==> src/verilog/rooth_pkg.sv <==
package rooth_pkg;

    // --------------------------------------------------
    // Widths and sizes
    // --------------------------------------------------
    localparam int CPU_WIDTH      = 32;
    localparam int FUNCT3_WIDTH   = 3;
    localparam int OPCODE_WIDTH   = 7;
    localparam int REG_ADDR_WIDTH = 5;
    localparam int CSR_IDX_WIDTH  = 2;
    localparam int MEM_DEPTH      = 64;
    localparam int MEM_ADDR_WIDTH = 6;
    localparam int WIDTH_RESCTRL  = 2;

    // Where the result of an instruction ends up
    localparam logic [WIDTH_RESCTRL-1:0] RESCTRL_NONE = 2'd0;
    localparam logic [WIDTH_RESCTRL-1:0] RESCTRL_REG  = 2'd1;
    localparam logic [WIDTH_RESCTRL-1:0] RESCTRL_MEM  = 2'd2;
    localparam logic [WIDTH_RESCTRL-1:0] RESCTRL_CSR  = 2'd3;

    // --------------------------------------------------
    // Opcodes
    // --------------------------------------------------
    localparam logic [OPCODE_WIDTH-1:0] INST_TYPE_R   = 7'b0110011;
    localparam logic [OPCODE_WIDTH-1:0] INST_TYPE_I   = 7'b0010011;
    localparam logic [OPCODE_WIDTH-1:0] INST_TYPE_IL  = 7'b0000011;
    localparam logic [OPCODE_WIDTH-1:0] INST_TYPE_S   = 7'b0100011;
    localparam logic [OPCODE_WIDTH-1:0] INST_TYPE_CSR = 7'b1110011;

    // --------------------------------------------------
    // Funct3 codes
    // --------------------------------------------------
    localparam logic [FUNCT3_WIDTH-1:0] INST_ADD    = 3'b000;
    localparam logic [FUNCT3_WIDTH-1:0] INST_XOR    = 3'b100;
    localparam logic [FUNCT3_WIDTH-1:0] INST_OR     = 3'b110;
    localparam logic [FUNCT3_WIDTH-1:0] INST_AND    = 3'b111;

    localparam logic [FUNCT3_WIDTH-1:0] INST_LB     = 3'b000;
    localparam logic [FUNCT3_WIDTH-1:0] INST_LH     = 3'b001;
    localparam logic [FUNCT3_WIDTH-1:0] INST_LW     = 3'b010;
    localparam logic [FUNCT3_WIDTH-1:0] INST_LBU    = 3'b100;
    localparam logic [FUNCT3_WIDTH-1:0] INST_LHU    = 3'b101;

    localparam logic [FUNCT3_WIDTH-1:0] INST_SB     = 3'b000;
    localparam logic [FUNCT3_WIDTH-1:0] INST_SH     = 3'b001;
    localparam logic [FUNCT3_WIDTH-1:0] INST_SW     = 3'b010;

    localparam logic [FUNCT3_WIDTH-1:0] INST_CSRRW  = 3'b001;
    localparam logic [FUNCT3_WIDTH-1:0] INST_CSRRS  = 3'b010;
    localparam logic [FUNCT3_WIDTH-1:0] INST_CSRRC  = 3'b011;
    localparam logic [FUNCT3_WIDTH-1:0] INST_CSRRWI = 3'b101;

endpackage

==> src/verilog/exec_unit.sv <==
module exec_unit import rooth_pkg::*; (
    input  logic                      clk_i,
    input  logic                      arst_n_i,
    input  logic                      valid_i,
    input  logic [OPCODE_WIDTH-1:0]   opcode_i,
    input  logic [FUNCT3_WIDTH-1:0]   funct3_i,
    input  logic [REG_ADDR_WIDTH-1:0] rd_i,
    input  logic [REG_ADDR_WIDTH-1:0] rs1_i,
    input  logic [REG_ADDR_WIDTH-1:0] rs2_i,
    input  logic [CPU_WIDTH-1:0]      imm_i,
    input  logic [CSR_IDX_WIDTH-1:0]  csr_idx_i,
    input  logic [CPU_WIDTH-1:0]      rs1_data_i,
    input  logic [CPU_WIDTH-1:0]      rs2_data_i,
    input  logic [CPU_WIDTH-1:0]      csr_rd_data_i,
    output logic [REG_ADDR_WIDTH-1:0] rs1_addr_o,
    output logic [REG_ADDR_WIDTH-1:0] rs2_addr_o,
    output logic [REG_ADDR_WIDTH-1:0] rd_o,
    output logic [CSR_IDX_WIDTH-1:0]  csr_idx_o,
    output logic [OPCODE_WIDTH-1:0]   opcode_o,
    output logic [FUNCT3_WIDTH-1:0]   funct3_o,
    output logic [CPU_WIDTH-1:0]      imm_o,
    output logic [CPU_WIDTH-1:0]      alu_res_o,
    output logic [WIDTH_RESCTRL-1:0]  res_op_o,
    output logic                      reg_we_o,
    output logic                      csr_we_o
);

    logic                 valid_q;
    logic [CPU_WIDTH-1:0] op_b;

    always_ff @(posedge clk_i or negedge arst_n_i) begin
        if (!arst_n_i) begin
            valid_q <= 1'b0;
        end else begin
            valid_q <= valid_i;
        end
    end

    // Instruction fields qualified by valid_q
    always_ff @(posedge clk_i) begin
        opcode_o   <= opcode_i;
        funct3_o   <= funct3_i;
        rd_o       <= rd_i;
        rs1_addr_o <= rs1_i;
        rs2_addr_o <= rs2_i;
        imm_o      <= imm_i;
        csr_idx_o  <= csr_idx_i;
    end

    assign op_b = (opcode_o == INST_TYPE_R) ? rs2_data_i : imm_o;

    // --------------------------------------------------
    // ALU
    // --------------------------------------------------
    always_comb begin
        alu_res_o = rs1_data_i + op_b;
        if (opcode_o == INST_TYPE_R || opcode_o == INST_TYPE_I) begin
            case (funct3_o)
                INST_XOR: alu_res_o = rs1_data_i ^ op_b;
                INST_OR:  alu_res_o = rs1_data_i | op_b;
                INST_AND: alu_res_o = rs1_data_i & op_b;
                default:  alu_res_o = rs1_data_i + op_b;
            endcase
        end else if (opcode_o == INST_TYPE_CSR) begin
            case (funct3_o)
                INST_CSRRS: alu_res_o = csr_rd_data_i | rs1_data_i;
                INST_CSRRC: alu_res_o = csr_rd_data_i & ~rs1_data_i;
                default:    alu_res_o = rs1_data_i;
            endcase
        end
    end

    // Bubbles fall to the NONE route
    always_comb begin
        res_op_o = RESCTRL_NONE;
        if (valid_q) begin
            case (opcode_o)
                INST_TYPE_R, INST_TYPE_I, INST_TYPE_IL: res_op_o = RESCTRL_REG;
                INST_TYPE_S:   res_op_o = RESCTRL_MEM;
                INST_TYPE_CSR: res_op_o = RESCTRL_CSR;
                default:       res_op_o = RESCTRL_NONE;
            endcase
        end
    end

    assign reg_we_o = (res_op_o == RESCTRL_REG || res_op_o == RESCTRL_CSR) && (rd_o != '0);
    assign csr_we_o = (res_op_o == RESCTRL_CSR);

    // Only supported opcodes arrive as valid instructions
    a_known_opcode: assert property (
        @(posedge clk_i) disable iff (!arst_n_i) valid_q |-> (res_op_o != RESCTRL_NONE)
    );

endmodule

==> src/verilog/reg_file.sv <==
module reg_file import rooth_pkg::*; (
    input  logic                      clk_i,
    input  logic                      arst_n_i,
    input  logic [REG_ADDR_WIDTH-1:0] rs1_addr_i,
    input  logic [REG_ADDR_WIDTH-1:0] rs2_addr_i,
    input  logic [REG_ADDR_WIDTH-1:0] rd_i,
    input  logic                      we_i,
    input  logic [CPU_WIDTH-1:0]      wr_data_i,
    output logic [CPU_WIDTH-1:0]      rs1_data_o,
    output logic [CPU_WIDTH-1:0]      rs2_data_o
);

    logic [CPU_WIDTH-1:0] regs [2**REG_ADDR_WIDTH];

    always_ff @(posedge clk_i or negedge arst_n_i) begin
        if (!arst_n_i) begin
            for (int i = 0; i < 2**REG_ADDR_WIDTH; i++) begin
                regs[i] <= '0;
            end
        end else if (we_i && rd_i != '0) begin
            regs[rd_i] <= wr_data_i;
        end
    end

    // x0 reads as zero
    assign rs1_data_o = (rs1_addr_i == '0) ? '0 : regs[rs1_addr_i];
    assign rs2_data_o = (rs2_addr_i == '0) ? '0 : regs[rs2_addr_i];

endmodule

==> src/verilog/csr_file.sv <==
module csr_file import rooth_pkg::*; (
    input  logic                     clk_i,
    input  logic                     arst_n_i,
    input  logic [CSR_IDX_WIDTH-1:0] idx_i,
    input  logic                     we_i,
    input  logic [CPU_WIDTH-1:0]     wr_data_i,
    output logic [CPU_WIDTH-1:0]     rd_data_o
);

    // Scratch registers only
    logic [CPU_WIDTH-1:0] csrs [2**CSR_IDX_WIDTH];

    always_ff @(posedge clk_i or negedge arst_n_i) begin
        if (!arst_n_i) begin
            for (int i = 0; i < 2**CSR_IDX_WIDTH; i++) begin
                csrs[i] <= '0;
            end
        end else if (we_i) begin
            csrs[idx_i] <= wr_data_i;
        end
    end

    // Old value, seen while the new one is being formed
    assign rd_data_o = csrs[idx_i];

endmodule

==> src/verilog/res_route.sv <==
module res_route import rooth_pkg::*; (
    input  logic [CPU_WIDTH-1:0]     rs1_data_i,
    input  logic [CPU_WIDTH-1:0]     rs2_data_i,
    input  logic [CPU_WIDTH-1:0]     csr_rd_data_i,
    input  logic [CPU_WIDTH-1:0]     imm_i,
    input  logic [FUNCT3_WIDTH-1:0]  funct3_i,
    input  logic [OPCODE_WIDTH-1:0]  opcode_i,
    input  logic [WIDTH_RESCTRL-1:0] alu_res_op_i,
    input  logic [CPU_WIDTH-1:0]     alu_res_i,
    input  logic [CPU_WIDTH-1:0]     data_mem_data_i,
    output logic [CPU_WIDTH-1:0]     data_mem_addr_o,
    output logic                     data_mem_wr_en_o,
    output logic                     data_mem_req_o,
    output logic [CPU_WIDTH-1:0]     data_mem_data_o,
    output logic [CPU_WIDTH-1:0]     reg_wr_data_o,
    output logic [CPU_WIDTH-1:0]     csr_wr_data_o
);

    logic [1:0]           lane;
    logic [CPU_WIDTH-1:0] w;

    assign lane = alu_res_i[1:0];
    assign w    = data_mem_data_i;
    assign data_mem_addr_o = alu_res_i;

    always_comb begin
        data_mem_wr_en_o = 1'b0;
        data_mem_req_o   = 1'b0;
        data_mem_data_o  = '0;
        reg_wr_data_o    = '0;
        csr_wr_data_o    = '0;
        case (alu_res_op_i)
            // ------------------------------------------
            // Store, merge into the fetched word
            // ------------------------------------------
            RESCTRL_MEM: begin
                data_mem_req_o   = 1'b1;
                data_mem_wr_en_o = 1'b1;
                case (funct3_i)
                    INST_SB: begin
                        case (lane)
                            2'b00:   data_mem_data_o = {w[31:8], rs2_data_i[7:0]};
                            2'b01:   data_mem_data_o = {w[31:16], rs2_data_i[7:0], w[7:0]};
                            2'b10:   data_mem_data_o = {w[31:24], rs2_data_i[7:0], w[15:0]};
                            default: data_mem_data_o = {rs2_data_i[7:0], w[23:0]};
                        endcase
                    end
                    INST_SH: begin
                        if (lane[1]) begin
                            data_mem_data_o = {rs2_data_i[15:0], w[15:0]};
                        end else begin
                            data_mem_data_o = {w[31:16], rs2_data_i[15:0]};
                        end
                    end
                    default: data_mem_data_o = rs2_data_i;
                endcase
            end
            // CSR swap, old value to rd
            RESCTRL_CSR: begin
                reg_wr_data_o = csr_rd_data_i;
                case (funct3_i)
                    INST_CSRRW:  csr_wr_data_o = rs1_data_i;
                    INST_CSRRWI: csr_wr_data_o = imm_i;
                    default:     csr_wr_data_o = alu_res_i;
                endcase
            end
            // ------------------------------------------
            // Register writeback, loads extend the lane
            // ------------------------------------------
            RESCTRL_REG: begin
                if (opcode_i == INST_TYPE_IL) begin
                    data_mem_req_o = 1'b1;
                    case (funct3_i)
                        INST_LB, INST_LBU: begin
                            case (lane)
                                2'b00:   reg_wr_data_o = {24'h0, w[7:0]};
                                2'b01:   reg_wr_data_o = {24'h0, w[15:8]};
                                2'b10:   reg_wr_data_o = {24'h0, w[23:16]};
                                default: reg_wr_data_o = {24'h0, w[31:24]};
                            endcase
                            if (funct3_i == INST_LB) begin
                                reg_wr_data_o[31:8] = {24{reg_wr_data_o[7]}};
                            end
                        end
                        INST_LH, INST_LHU: begin
                            reg_wr_data_o = lane[1] ? {16'h0, w[31:16]} : {16'h0, w[15:0]};
                            if (funct3_i == INST_LH) begin
                                reg_wr_data_o[31:16] = {16{reg_wr_data_o[15]}};
                            end
                        end
                        default: reg_wr_data_o = w;
                    endcase
                end else begin
                    reg_wr_data_o = alu_res_i;
                end
            end
            default: begin
                // Bubble, nothing leaves the router
            end
        endcase
    end

    // --------------------------------------------------
    // Alignment, misaligned access is not handled
    // --------------------------------------------------
    always_comb begin
        if (data_mem_req_o) begin
            if (funct3_i[1:0] == 2'b01) begin
                a_half_align: assert final (alu_res_i[0] == 1'b0);
            end
            if (funct3_i == INST_LW) begin
                a_word_align: assert final (alu_res_i[1:0] == 2'b00);
            end
        end
    end

endmodule

==> src/verilog/data_ram.sv <==
module data_ram import rooth_pkg::*; (
    input  logic                 clk_i,
    input  logic [CPU_WIDTH-1:0] addr_i,
    input  logic                 req_i,
    input  logic                 wr_en_i,
    input  logic [CPU_WIDTH-1:0] wr_data_i,
    output logic [CPU_WIDTH-1:0] rd_data_o
);

    logic [CPU_WIDTH-1:0]      mem [MEM_DEPTH];
    logic [MEM_ADDR_WIDTH-1:0] word_idx;

    // Byte address to word index
    assign word_idx  = addr_i[MEM_ADDR_WIDTH+1:2];
    assign rd_data_o = mem[word_idx];

    always_ff @(posedge clk_i) begin
        if (req_i && wr_en_i) begin
            mem[word_idx] <= wr_data_i;
        end
    end

    // Accesses stay inside the RAM window
    a_addr_range: assert property (
        @(posedge clk_i) req_i |-> (addr_i[CPU_WIDTH-1:MEM_ADDR_WIDTH+2] == '0)
    );

endmodule

==> src/verilog/mem_wb_top.sv <==
module mem_wb_top import rooth_pkg::*; (
    input  logic                      clk_i,
    input  logic                      arst_n_i,
    input  logic                      valid_i,
    input  logic [OPCODE_WIDTH-1:0]   opcode_i,
    input  logic [FUNCT3_WIDTH-1:0]   funct3_i,
    input  logic [REG_ADDR_WIDTH-1:0] rd_i,
    input  logic [REG_ADDR_WIDTH-1:0] rs1_i,
    input  logic [REG_ADDR_WIDTH-1:0] rs2_i,
    input  logic [CPU_WIDTH-1:0]      imm_i,
    input  logic [CSR_IDX_WIDTH-1:0]  csr_idx_i,
    output logic                      wb_we_o,
    output logic [REG_ADDR_WIDTH-1:0] wb_rd_o,
    output logic [CPU_WIDTH-1:0]      wb_data_o,
    output logic                      mem_we_o,
    output logic [CPU_WIDTH-1:0]      mem_addr_o,
    output logic [CPU_WIDTH-1:0]      mem_wdata_o,
    output logic                      csr_we_o
);

    logic [REG_ADDR_WIDTH-1:0] rs1_addr;
    logic [REG_ADDR_WIDTH-1:0] rs2_addr;
    logic [CSR_IDX_WIDTH-1:0]  csr_idx;
    logic [OPCODE_WIDTH-1:0]   opcode;
    logic [FUNCT3_WIDTH-1:0]   funct3;
    logic [CPU_WIDTH-1:0]      rs1_data;
    logic [CPU_WIDTH-1:0]      rs2_data;
    logic [CPU_WIDTH-1:0]      csr_rd_data;
    logic [CPU_WIDTH-1:0]      imm;
    logic [CPU_WIDTH-1:0]      alu_res;
    logic [WIDTH_RESCTRL-1:0]  res_op;
    logic [CPU_WIDTH-1:0]      csr_wr_data;
    logic [CPU_WIDTH-1:0]      data_mem_rdata;
    logic                      data_mem_req;
    logic                      data_mem_wr_en;

    exec_unit exec_unit_inst (
        .clk_i, .arst_n_i, .valid_i, .opcode_i, .funct3_i,
        .rd_i, .rs1_i, .rs2_i, .imm_i, .csr_idx_i,
        .rs1_data_i(rs1_data), .rs2_data_i(rs2_data), .csr_rd_data_i(csr_rd_data),
        .rs1_addr_o(rs1_addr), .rs2_addr_o(rs2_addr), .rd_o(wb_rd_o),
        .csr_idx_o(csr_idx), .opcode_o(opcode), .funct3_o(funct3), .imm_o(imm),
        .alu_res_o(alu_res), .res_op_o(res_op), .reg_we_o(wb_we_o), .csr_we_o(csr_we_o)
    );

    reg_file reg_file_inst (
        .clk_i, .arst_n_i,
        .rs1_addr_i(rs1_addr), .rs2_addr_i(rs2_addr), .rd_i(wb_rd_o),
        .we_i(wb_we_o), .wr_data_i(wb_data_o),
        .rs1_data_o(rs1_data), .rs2_data_o(rs2_data)
    );

    csr_file csr_file_inst (
        .clk_i, .arst_n_i, .idx_i(csr_idx), .we_i(csr_we_o),
        .wr_data_i(csr_wr_data), .rd_data_o(csr_rd_data)
    );

    res_route res_route_inst (
        .rs1_data_i(rs1_data), .rs2_data_i(rs2_data), .csr_rd_data_i(csr_rd_data),
        .imm_i(imm), .funct3_i(funct3), .opcode_i(opcode),
        .alu_res_op_i(res_op), .alu_res_i(alu_res), .data_mem_data_i(data_mem_rdata),
        .data_mem_addr_o(mem_addr_o), .data_mem_wr_en_o(data_mem_wr_en),
        .data_mem_req_o(data_mem_req), .data_mem_data_o(mem_wdata_o),
        .reg_wr_data_o(wb_data_o), .csr_wr_data_o(csr_wr_data)
    );

    data_ram data_ram_inst (
        .clk_i, .addr_i(mem_addr_o), .req_i(data_mem_req), .wr_en_i(data_mem_wr_en),
        .wr_data_i(mem_wdata_o), .rd_data_o(data_mem_rdata)
    );

    // Store strobe as seen by the RAM
    assign mem_we_o = data_mem_req & data_mem_wr_en;

endmodule

==> config.mk <==
export PLATFORM = sky130hd
export DESIGN_NAME = mem_wb_top
export DESIGN_NICKNAME = d
export VERILOG_FILES = /design/src/verilog/rooth_pkg.sv /design/src/verilog/exec_unit.sv /design/src/verilog/reg_file.sv /design/src/verilog/csr_file.sv /design/src/verilog/res_route.sv /design/src/verilog/data_ram.sv /design/src/verilog/mem_wb_top.sv
export SDC_FILE = /design/constraint.sdc
export NUM_CORES = 2
export LEC_CHECK = 0
export BUFFER_PORTS_ARGS = -buffer_cell sky130_fd_sc_hd__buf_4
export CORE_AREA = 2 2 584 586
export DETAILED_ROUTE_END_ITERATION = 7
export DIE_AREA = 0 0 586 588
export HOLD_SLACK_MARGIN = 0.12
export PLACE_DENSITY = 0.65
export SETUP_SLACK_MARGIN = 0.4
export SYNTH_ARGS = -nofsm -noshare
export SYNTH_HDL_FRONTEND = slang
export SYNTH_SLANG_ARGS = --single-unit
==> constraint.sdc <==
create_clock -name clk_i -period 14.4 [get_ports clk_i]
set_input_delay 2.88 -clock clk_i [delete_from_list [all_inputs] [get_ports clk_i]]
set_output_delay 2.88 -clock clk_i [all_outputs]
set_load 0.02 [all_outputs]
Word-level counts from Yosys, hierarchy flattened
Memories as Yosys holds them, arrays and structs flattened.
Cells that the tools add are included.
{"block": "totals", "ff_bits": 1212, "elab_cells": 137, "input_bits": 62, "mem_bits_rw": 2048, "n_memories": 1, "out_inout_bits": 104}
{"memory": "data_ram_inst.mem", "words": 64, "word_bits": 32, "rd": 1, "rd_clocked_by_memory_dff": 0, "wr": 1, "line": "data_ram.sv:10", "source": "logic [CPU_WIDTH-1:0] mem [MEM_DEPTH];"}
{"block": "op_classes", "eq_ne": 17, "n_addsub": 1, "bitwise": 11, "n_lt_le_gt_ge": 6, "reduce_logical": 15, "mux": 42}
{"cell": "bitwise mux 1024 bit", "n": 1}
{"cell": "two-way mux 32 bit", "n": 17}
{"cell": "binary-select mux 32 bit (select 5 bit)", "n": 2}
{"cell": "one-hot mux 32 bit (2 select lines)", "n": 5}
{"cell": "one-hot mux 32 bit (3 select lines)", "n": 2}
{"cell": "demux 32 bit (select 5 bit)", "n": 1}
{"cell": "bitwise mux 128 bit", "n": 1}
{"cell": "AND 32 bit", "n": 2}
{"cell": "binary-select mux 32 bit (select 2 bit)", "n": 1}
{"cell": "demux 32 bit (select 2 bit)", "n": 1}
{"cell": "bitwise OR 32 bit", "n": 2}
{"cell": "adder 32 bit", "n": 1}
{"cell": "two-way mux 16 bit", "n": 2}
{"cell": "NOT 32 bit", "n": 1}
{"cell": "bitwise XOR 32 bit", "n": 1}
{"cell": "two-way mux 24 bit", "n": 1}
{"cell": "one-hot mux 8 bit (3 select lines)", "n": 1}
{"cell": ">= comparator 6 bit, second input constant", "n": 3}
{"cell": "NOT 5 -> 6 bit", "n": 3}
{"cell": "== test 7 x 6 -> 1 bit, second input constant", "n": 2}
{"cell": "== test 3 bit, second input constant", "n": 4}
{"cell": "logical NOT 5 bit", "n": 2}
{"cell": "== test 7 x 2 -> 1 bit, second input constant", "n": 1}
{"cell": "== test 7 x 5 -> 1 bit, second input constant", "n": 1}
{"cell": "21 further kinds", "n": 34}

Logic depth before layout (Yosys ltp)
{"block": "depth", "word_depth": 17, "depth_mapped": 37, "ltp_nobuf": 24}

Modules after synthesis
Synthesis repeated with hierarchy kept, for this count alone.
{"block": "hier_totals", "hier_cells": 9885, "hier_area_um2": 148429.9}
{"mod": "data_ram", "seq_area_each_um2": 61499.0, "area_each_um2": 79264.8, "instances": 1, "cells_each": 4488}
{"mod": "reg_file", "seq_area_each_um2": 25624.6, "area_each_um2": 54512.3, "instances": 1, "cells_each": 3788}
{"mod": "exec_unit", "seq_area_each_um2": 1206.2, "area_each_um2": 6127.1, "instances": 1, "cells_each": 838}
{"mod": "csr_file", "seq_area_each_um2": 3203.1, "area_each_um2": 5544.1, "instances": 1, "cells_each": 312}
{"mod": "res_route", "seq_area_each_um2": 0.0, "area_each_um2": 2975.4, "instances": 1, "cells_each": 458}
{"mod": "mem_wb_top", "seq_area_each_um2": 0.0, "area_each_um2": 6.3, "instances": 1, "cells_each": 1}

Worst setup path before layout
Ideal clock, no wire load.
{"block": "synth_path", "path_type": "register -> output", "from": "register exec_unit_inst.rs2_addr_o[0]", "to": "output port mem_wdata_o[18]", "setup_slack_ps": 462, "t_arrival_ps": 11058, "n_path_buf": 12, "path_stages_with_launch": 32, "path_cell_list": "dfxtp_1 > clkbuf_1 > clkbuf_1 > clkbuf_1 > clkbuf_1 > clkbuf_1 > mux2i_1 > o22ai_1 > a221oi_1 > o21ai_0 > nand2b_1 > o21ai_0 > ha_1 > fa_1 > a21o_1 > a211oi_1 > o22ai_1 > o22ai_1 > o211a_2 > buf_2 > buf_2 > buf_4 > buf_2 > buf_2 > buf_2 > clkbuf_1 > o221ai_1 > a22oi_1 > o22ai_1 > nor4_1 > mux2i_1 > a211oi_1"}
{"block": "synth_between", "elab_chain_len": 13}
{"item": "from (decl)", "line": "exec_unit.sv:16", "source": "output logic [REG_ADDR_WIDTH-1:0] rs2_addr_o,"}
{"item": "from (signal assigned)", "line": "exec_unit.sv:45", "source": "rs2_addr_o <= rs2_i;"}
{"item": "NOT 5 -> 6 bit (implied by the code)", "line": "reg_file.sv:27", "source": "assign rs2_data_o = (rs2_addr_i == '0) ? '0 : regs[rs2_addr_i];"}
{"item": "binary-select mux 32 bit (select 5 bit)", "line": "reg_file.sv:27"}
{"item": "two-way mux 32 bit (implied by the code) (2 in a row)", "line": "reg_file.sv:27"}
{"item": "two-way mux 32 bit *", "line": "reg_file.sv:27"}
{"item": "two-way mux 32 bit", "line": "exec_unit.sv:50", "source": "assign op_b = (opcode_o == INST_TYPE_R) ? rs2_data_i : imm_o;"}
{"item": "adder 32 bit, or another cell as far along", "line": "exec_unit.sv:56, exec_unit.sv:62"}
{"item": "one-hot mux 32 bit (3 select lines) / two-way mux 32 bit (equally long branches)", "line": "exec_unit.sv:58, exec_unit.sv:64"}
{"item": "two-way mux 32 bit", "line": "exec_unit.sv:57", "source": "if (opcode_o == INST_TYPE_R || opcode_o == INST_TYPE_I) begin"}
{"item": "memory (64 x 32 bit), or another cell as far along"}
{"item": "one-hot mux 32 bit (3 select lines) / two-way mux 32 bit (equally long branches)", "line": "res_route.sv:41, res_route.sv:49"}
{"item": "one-hot mux 32 bit (2 select lines) *", "line": "res_route.sv:39", "source": "case (funct3_i)"}
{"item": "two-way mux 32 bit *", "line": "res_route.sv:32", "source": "case (alu_res_op_i)"}
{"item": "to (decl)", "line": "mem_wb_top.sv:17", "source": "output logic [CPU_WIDTH-1:0] mem_wdata_o,"}
Mark *: on every way between the ends. The rest lies on a longest branch, timed or not. The select of a mux whose other input is x is not followed.

Final worst setup path
{"block": "layout_path", "from": "register exec_unit_inst.rs1_addr_o[3]", "to": "output port wb_data_o[0]"}
{"block": "layout_between", "elab_chain_len": 15}
{"item": "from (decl)", "line": "exec_unit.sv:15", "source": "output logic [REG_ADDR_WIDTH-1:0] rs1_addr_o,"}
{"item": "from (signal assigned)", "line": "exec_unit.sv:44", "source": "rs1_addr_o <= rs1_i;"}
{"item": "NOT 5 -> 6 bit (implied by the code)", "line": "reg_file.sv:26", "source": "assign rs1_data_o = (rs1_addr_i == '0) ? '0 : regs[rs1_addr_i];"}
{"item": "binary-select mux 32 bit (select 5 bit)", "line": "reg_file.sv:26"}
{"item": "two-way mux 32 bit (implied by the code) (2 in a row)", "line": "reg_file.sv:26"}
{"item": "two-way mux 32 bit *", "line": "reg_file.sv:26"}
{"item": "branches (longest 4 deep; another with adder 32 bit)"}
{"item": "two-way mux 32 bit *", "line": "exec_unit.sv:57"}
{"item": "memory (64 x 32 bit), or another cell as far along"}
{"item": "one-hot mux 8 bit (3 select lines) / two-way mux 16 bit (equally long branches)", "line": "res_route.sv:75, res_route.sv:86"}
{"item": "one-hot mux 32 bit (2 select lines)", "line": "res_route.sv:73", "source": "case (funct3_i)"}
{"item": "two-way mux 32 bit *", "line": "res_route.sv:71", "source": "if (opcode_i == INST_TYPE_IL) begin"}
{"item": "one-hot mux 32 bit (2 select lines) *", "line": "res_route.sv:32"}
{"item": "to (decl)", "line": "mem_wb_top.sv:14", "source": "output logic [CPU_WIDTH-1:0] wb_data_o,"}
Mark *: on every way between the ends. The select of a mux whose other input is x is not followed.

==> results.py <==
metrics = {
    "run_status": {
        "status": "finished, violations left",
        "violations": "max-capacitance violations",
    },
    "min_path": {
        "hp-class": "flip-flop to flip-flop",
        "holdCritStartpoint": "reg_file_inst.regs[1018]",
    },
    "grt": {
        "grt_use_met1": 0.441,
        "grtUsageTotal": 0.359,
        "antenna_found_initial": 32,
        "grt_pass1_wl_mm": 874,
        "gr-total-overflow": 0,
        "grt_util_met3": 0.112,
        "grt.busiest_layer": "met2",
        "grt_max_degree": 188,
        "met2_usage": 0.531,
        "first_global_vias": 111000,
    },
    "final_layout": {
        "drive_gt1_frac": 0.208,
        "post-route-cell-area_um2": 171000,
        "fin_nets": 12000,
        "utilization": 0.505,
        "syn_to_final_growth_pct": 12.9,
    },
    "logic_synthesis": {
        "seq_area_frac_synth": 0.604,
        "syn_nets": 12000,
        "ys_warn_count": 0,
        "syn_area_per_cell_um2": 12.7,
        "synth_edf_count": 2048,
        "ys_ff_latch": 3260,
        "synthFlopType": "edfxtp_1",
        "ys_types": 97,
        "syn_inst": 11900,
        "syn_area_um2": 152000,
        "synthArstFlopShare": 0.354,
    },
    "detailed_routing": {
        "vias": 117000,
        "firstDrtPassIters": 8,
        "ant_nets": 0,
        "post-route-drc-count": 0,
        "totalWireLength_mm": 632,
        "drtIter0Drc": 19800,
        "wl_per_cell_um": 37.8,
        "viasPerCell": 6.99,
    },
    "clock_tree": {
        "numCtsBuffers": 350,
        "cts_buffer_depth": 4,
        "clock-sinks": 3260,
        "cts-root-buf": "clkbuf_16",
        "cts_tree": "yes",
        "clkTransAtPathRegs_ps": 60,
        "clkLatencyLatePin_ps": 1030,
        "h-tree-depth": 5,
    },
    "critical_path": {
        "crit_type": "flip-flop to output pin",
        "worst_ep_required_time_ps": 11520,
        "crit_path_top_delay_cell": "nor4_2",
        "cpPeakStageDelay_ps": 1100,
        "arrival_ps": 11020,
        "critPathMostFrequentCell": "buf_4",
        "path_cells": "or3b_2, buf_4, o221ai_1, a211oi_1, or2_1, buf_4, ha_1, a211oi_1, o22ai_1, o22ai_1, o211a_4, inv_16, nand2_2, buf_4, o2bb2ai_1, a32oi_1, o211ai_1, nor4_2, mux2i_1, a2111oi_0, buf_4, a211oi_4, inv_1, buf_4",
        "crit_family": "compound AO/OA/AOI/OAI gates",
        "endpoint_kind": "output pin",
        "path_buf_inv": 7,
        "reg2reg_from": "exec_unit_inst.rs1_addr_o[3]",
        "start_kind": "flip-flop",
        "crit_fanout": 102,
        "cp-startpoint": "exec_unit_inst.rs1_addr_o[3]",
    },
    "floorplan": {
        "die_h_um": 588,
        "initial_utilization": 0.448,
        "die_w_um": 586,
        "io_pins": 166,
        "rows": 214,
        "die_area_um2": 345000,
        "core_area_um2": 338000,
    },
    "sta": {
        "min_period_over_period": 0.966,
        "setup_viol": 0,
        "fin_worst_skew_ps": 91.6,
        "fin_crit_ps": 13900,
        "fmax_mhz": 71.9,
        "setup_tns_ps": 0,
        "rsz0062_at_grt": "no",
        "hold_viol_final": 0,
        "tightest_slew_ps": 1470,
        "slew_headroom": 0.0112,
        "drv_slew": 0,
    },
    "placed_design": {
        "post_dp_cell_area_um2": 160000,
        "globalplace.congestion": 0.991,
        "port_buffers": 165,
        "hpwl_mm": 391,
    },
    "flow_run": {
        "maxCapViolations": 2,
    },
    "power_and_ir_drop": {
        "pwr-share-comb": 0.141,
        "finalPower_mw": 22.0,
        "internal_power_mw": 15.8,
        "peakVddDrop_mv": 0.118,
        "seqPwrFrac": 0.452,
        "p_leak_nw": 58.7,
        "swShare": 0.283,
        "pwr-share-clk": 0.406,
        "p_per_area_nw_per_um2": 129,
        "switchingPower_mw": 6.24,
    },
}
-- placed cells by master, fill, tap and decap left out, types with 117 or more instances in the layout --
cell type,netlist,layout
nand2_1,960,941
o21ai_0,406,394
o22ai_1,298,291
edfxtp_1,2048,2048
inv_1,125,125
o221ai_1,187,186
clkbuf_16,0,358
nor2_1,1074,955
o31ai_1,412,407
mux2_2,536,536
mux2i_1,365,365
a21oi_1,771,758
nor3_1,130,117
nand3_1,214,206
mux4_2,478,478
buf_4,71,683
a31oi_1,299,297
dfrtp_1,1153,1153
-- state kept, by name (all words and copies together), names as in the netlist, 3 cells and up --
| register | flops |
|---|---|
| data_ram_inst.mem | 2048 |
| reg_file_inst.regs | 1024 |
| csr_file_inst.csrs | 128 |
| exec_unit_inst.imm_o | 32 |
| exec_unit_inst.opcode_o | 7 |
| exec_unit_inst.rd_o | 5 |
| exec_unit_inst.rs1_addr_o | 5 |
| exec_unit_inst.rs2_addr_o | 5 |
| exec_unit_inst.funct3_o | 3 |
-- synthesized netlist by cell type (19+ instances only) --
| cell type | number | area (um^2) |
|---|---|---|
| edfxtp_1 | 2048 | 61500 |
| dfrtp_1 | 1153 | 28900 |
| nor2_1 | 1074 | 4030 |
| nand2_1 | 960 | 3600 |
| a21oi_1 | 771 | 3860 |
| clkbuf_1 | 737 | 2770 |
| mux2_2 | 536 | 6040 |
| mux4_2 | 478 | 10800 |
| o31ai_1 | 412 | 3090 |
| o21ai_0 | 406 | 2030 |
| mux2i_1 | 365 | 3650 |
| a31oi_1 | 299 | 1870 |
| o22ai_1 | 298 | 1860 |
| buf_2 | 253 | 1270 |
| nand3_1 | 214 | 1070 |
| o221ai_1 | 187 | 1640 |
| nor3_1 | 130 | 651 |
| inv_1 | 125 | 469 |
| a211oi_1 | 123 | 923 |
| o211ai_1 | 106 | 796 |
| a221oi_1 | 94 | 823 |
| a22oi_1 | 85 | 638 |
| a22o_1 | 82 | 718 |
| buf_1 | 71 | 267 |
| buf_4 | 71 | 533 |
| ha_1 | 64 | 801 |
| dfxtp_1 | 59 | 1180 |
| a211o_1 | 52 | 455 |
| and4_1 | 40 | 350 |
| nor4_1 | 39 | 244 |
| and3_1 | 37 | 231 |
| a32oi_1 | 34 | 298 |
| nand4_1 | 30 | 188 |
| nand2b_1 | 28 | 175 |
| a21o_1 | 26 | 195 |
| o22a_1 | 25 | 219 |
| nand3b_1 | 23 | 173 |
| or3_1 | 21 | 131 |
| a2bb2oi_1 | 20 | 175 |
| o2bb2ai_1 | 20 | 175 |
| o2111ai_1 | 19 | 166 |
-- metal layers --
layer  vias up  wire [um]
met4        22      58500
met2      9944     275000
met3      2540      87300
met5         -        135
li1      45900          -
met1     58400     211000
-- final cells by class --
| cell class | count | area (um^2) |
|---|---|---|
| Fill cell | 28700 | 167000 |
| Clock inverter | 155 | 1450 |
| Inverter | 131 | 523 |
| Sequential cell | 3260 | 91600 |
| Timing Repair Buffer | 723 | 5900 |
| Antenna cell | 46 | 115 |
| Clock buffer | 477 | 9690 |
| Multi-Input combinational cell | 7378 | 56100 |
| Tap cell | 4536 | 5680 |
-- power groups by stage --
stage / logic [mW] / registers, mW / clock network (mW)
4_1_cts: 2.96 / 9.98 / 8.97
5_1_grt: 3.12 / 9.97 / 9.34
2_1_floorplan: 1.56 / 10.1 / 0
3_5_place_dp: 2.95 / 10.2 / 0
3_3_place_gp: 2.93 / 10.2 / 0
6_report: 3.11 / 9.98 / 8.96
-- logic make-up after synthesis --
logic type / synth area share
flip-flops: 0.604
AO/OA/AOI/OAI: 0.141
AND/OR/NAND/NOR: 0.0764
multiplexers: 0.135
buffers and inverters: 0.0365
adder cells (fa/ha/maj): 0.00542
XOR/XNOR: 0.00133
-- final timing paths --
check / endpoint / depth (start not counted) / slack (ps)
max: wb_data_o[0] / 24 / 500
min: reg_file_inst.regs[1018] / 0 / 400
max reg2reg: reg_file_inst.regs[145] / 26 / 2910
min reg2reg: reg_file_inst.regs[1018] / 0 / 400
max in group asynchronous: csr_file_inst.csrs[110] / 4 / 9120
min in group asynchronous: reg_file_inst.regs[620] / 1 / 1900
-- repair_timing --
item                       in CTS  in global routing
buffers inserted                0                  3
resized for setup               0                  4
hold buffers                    0                  0
setup endpoints to repair       0                 32
-- metrics by stage --
step	instances	worst slack, ps	hold WS, ps
3_5_place_dp	16000	1550	388
3_3_place_gp	16000	1500	379
2_1_floorplan	11900	462	441
6_report	16700	496	397
4_1_cts	16700	521	400
5_1_grt	16700	446	409
(Power assumes the default switching activity.)
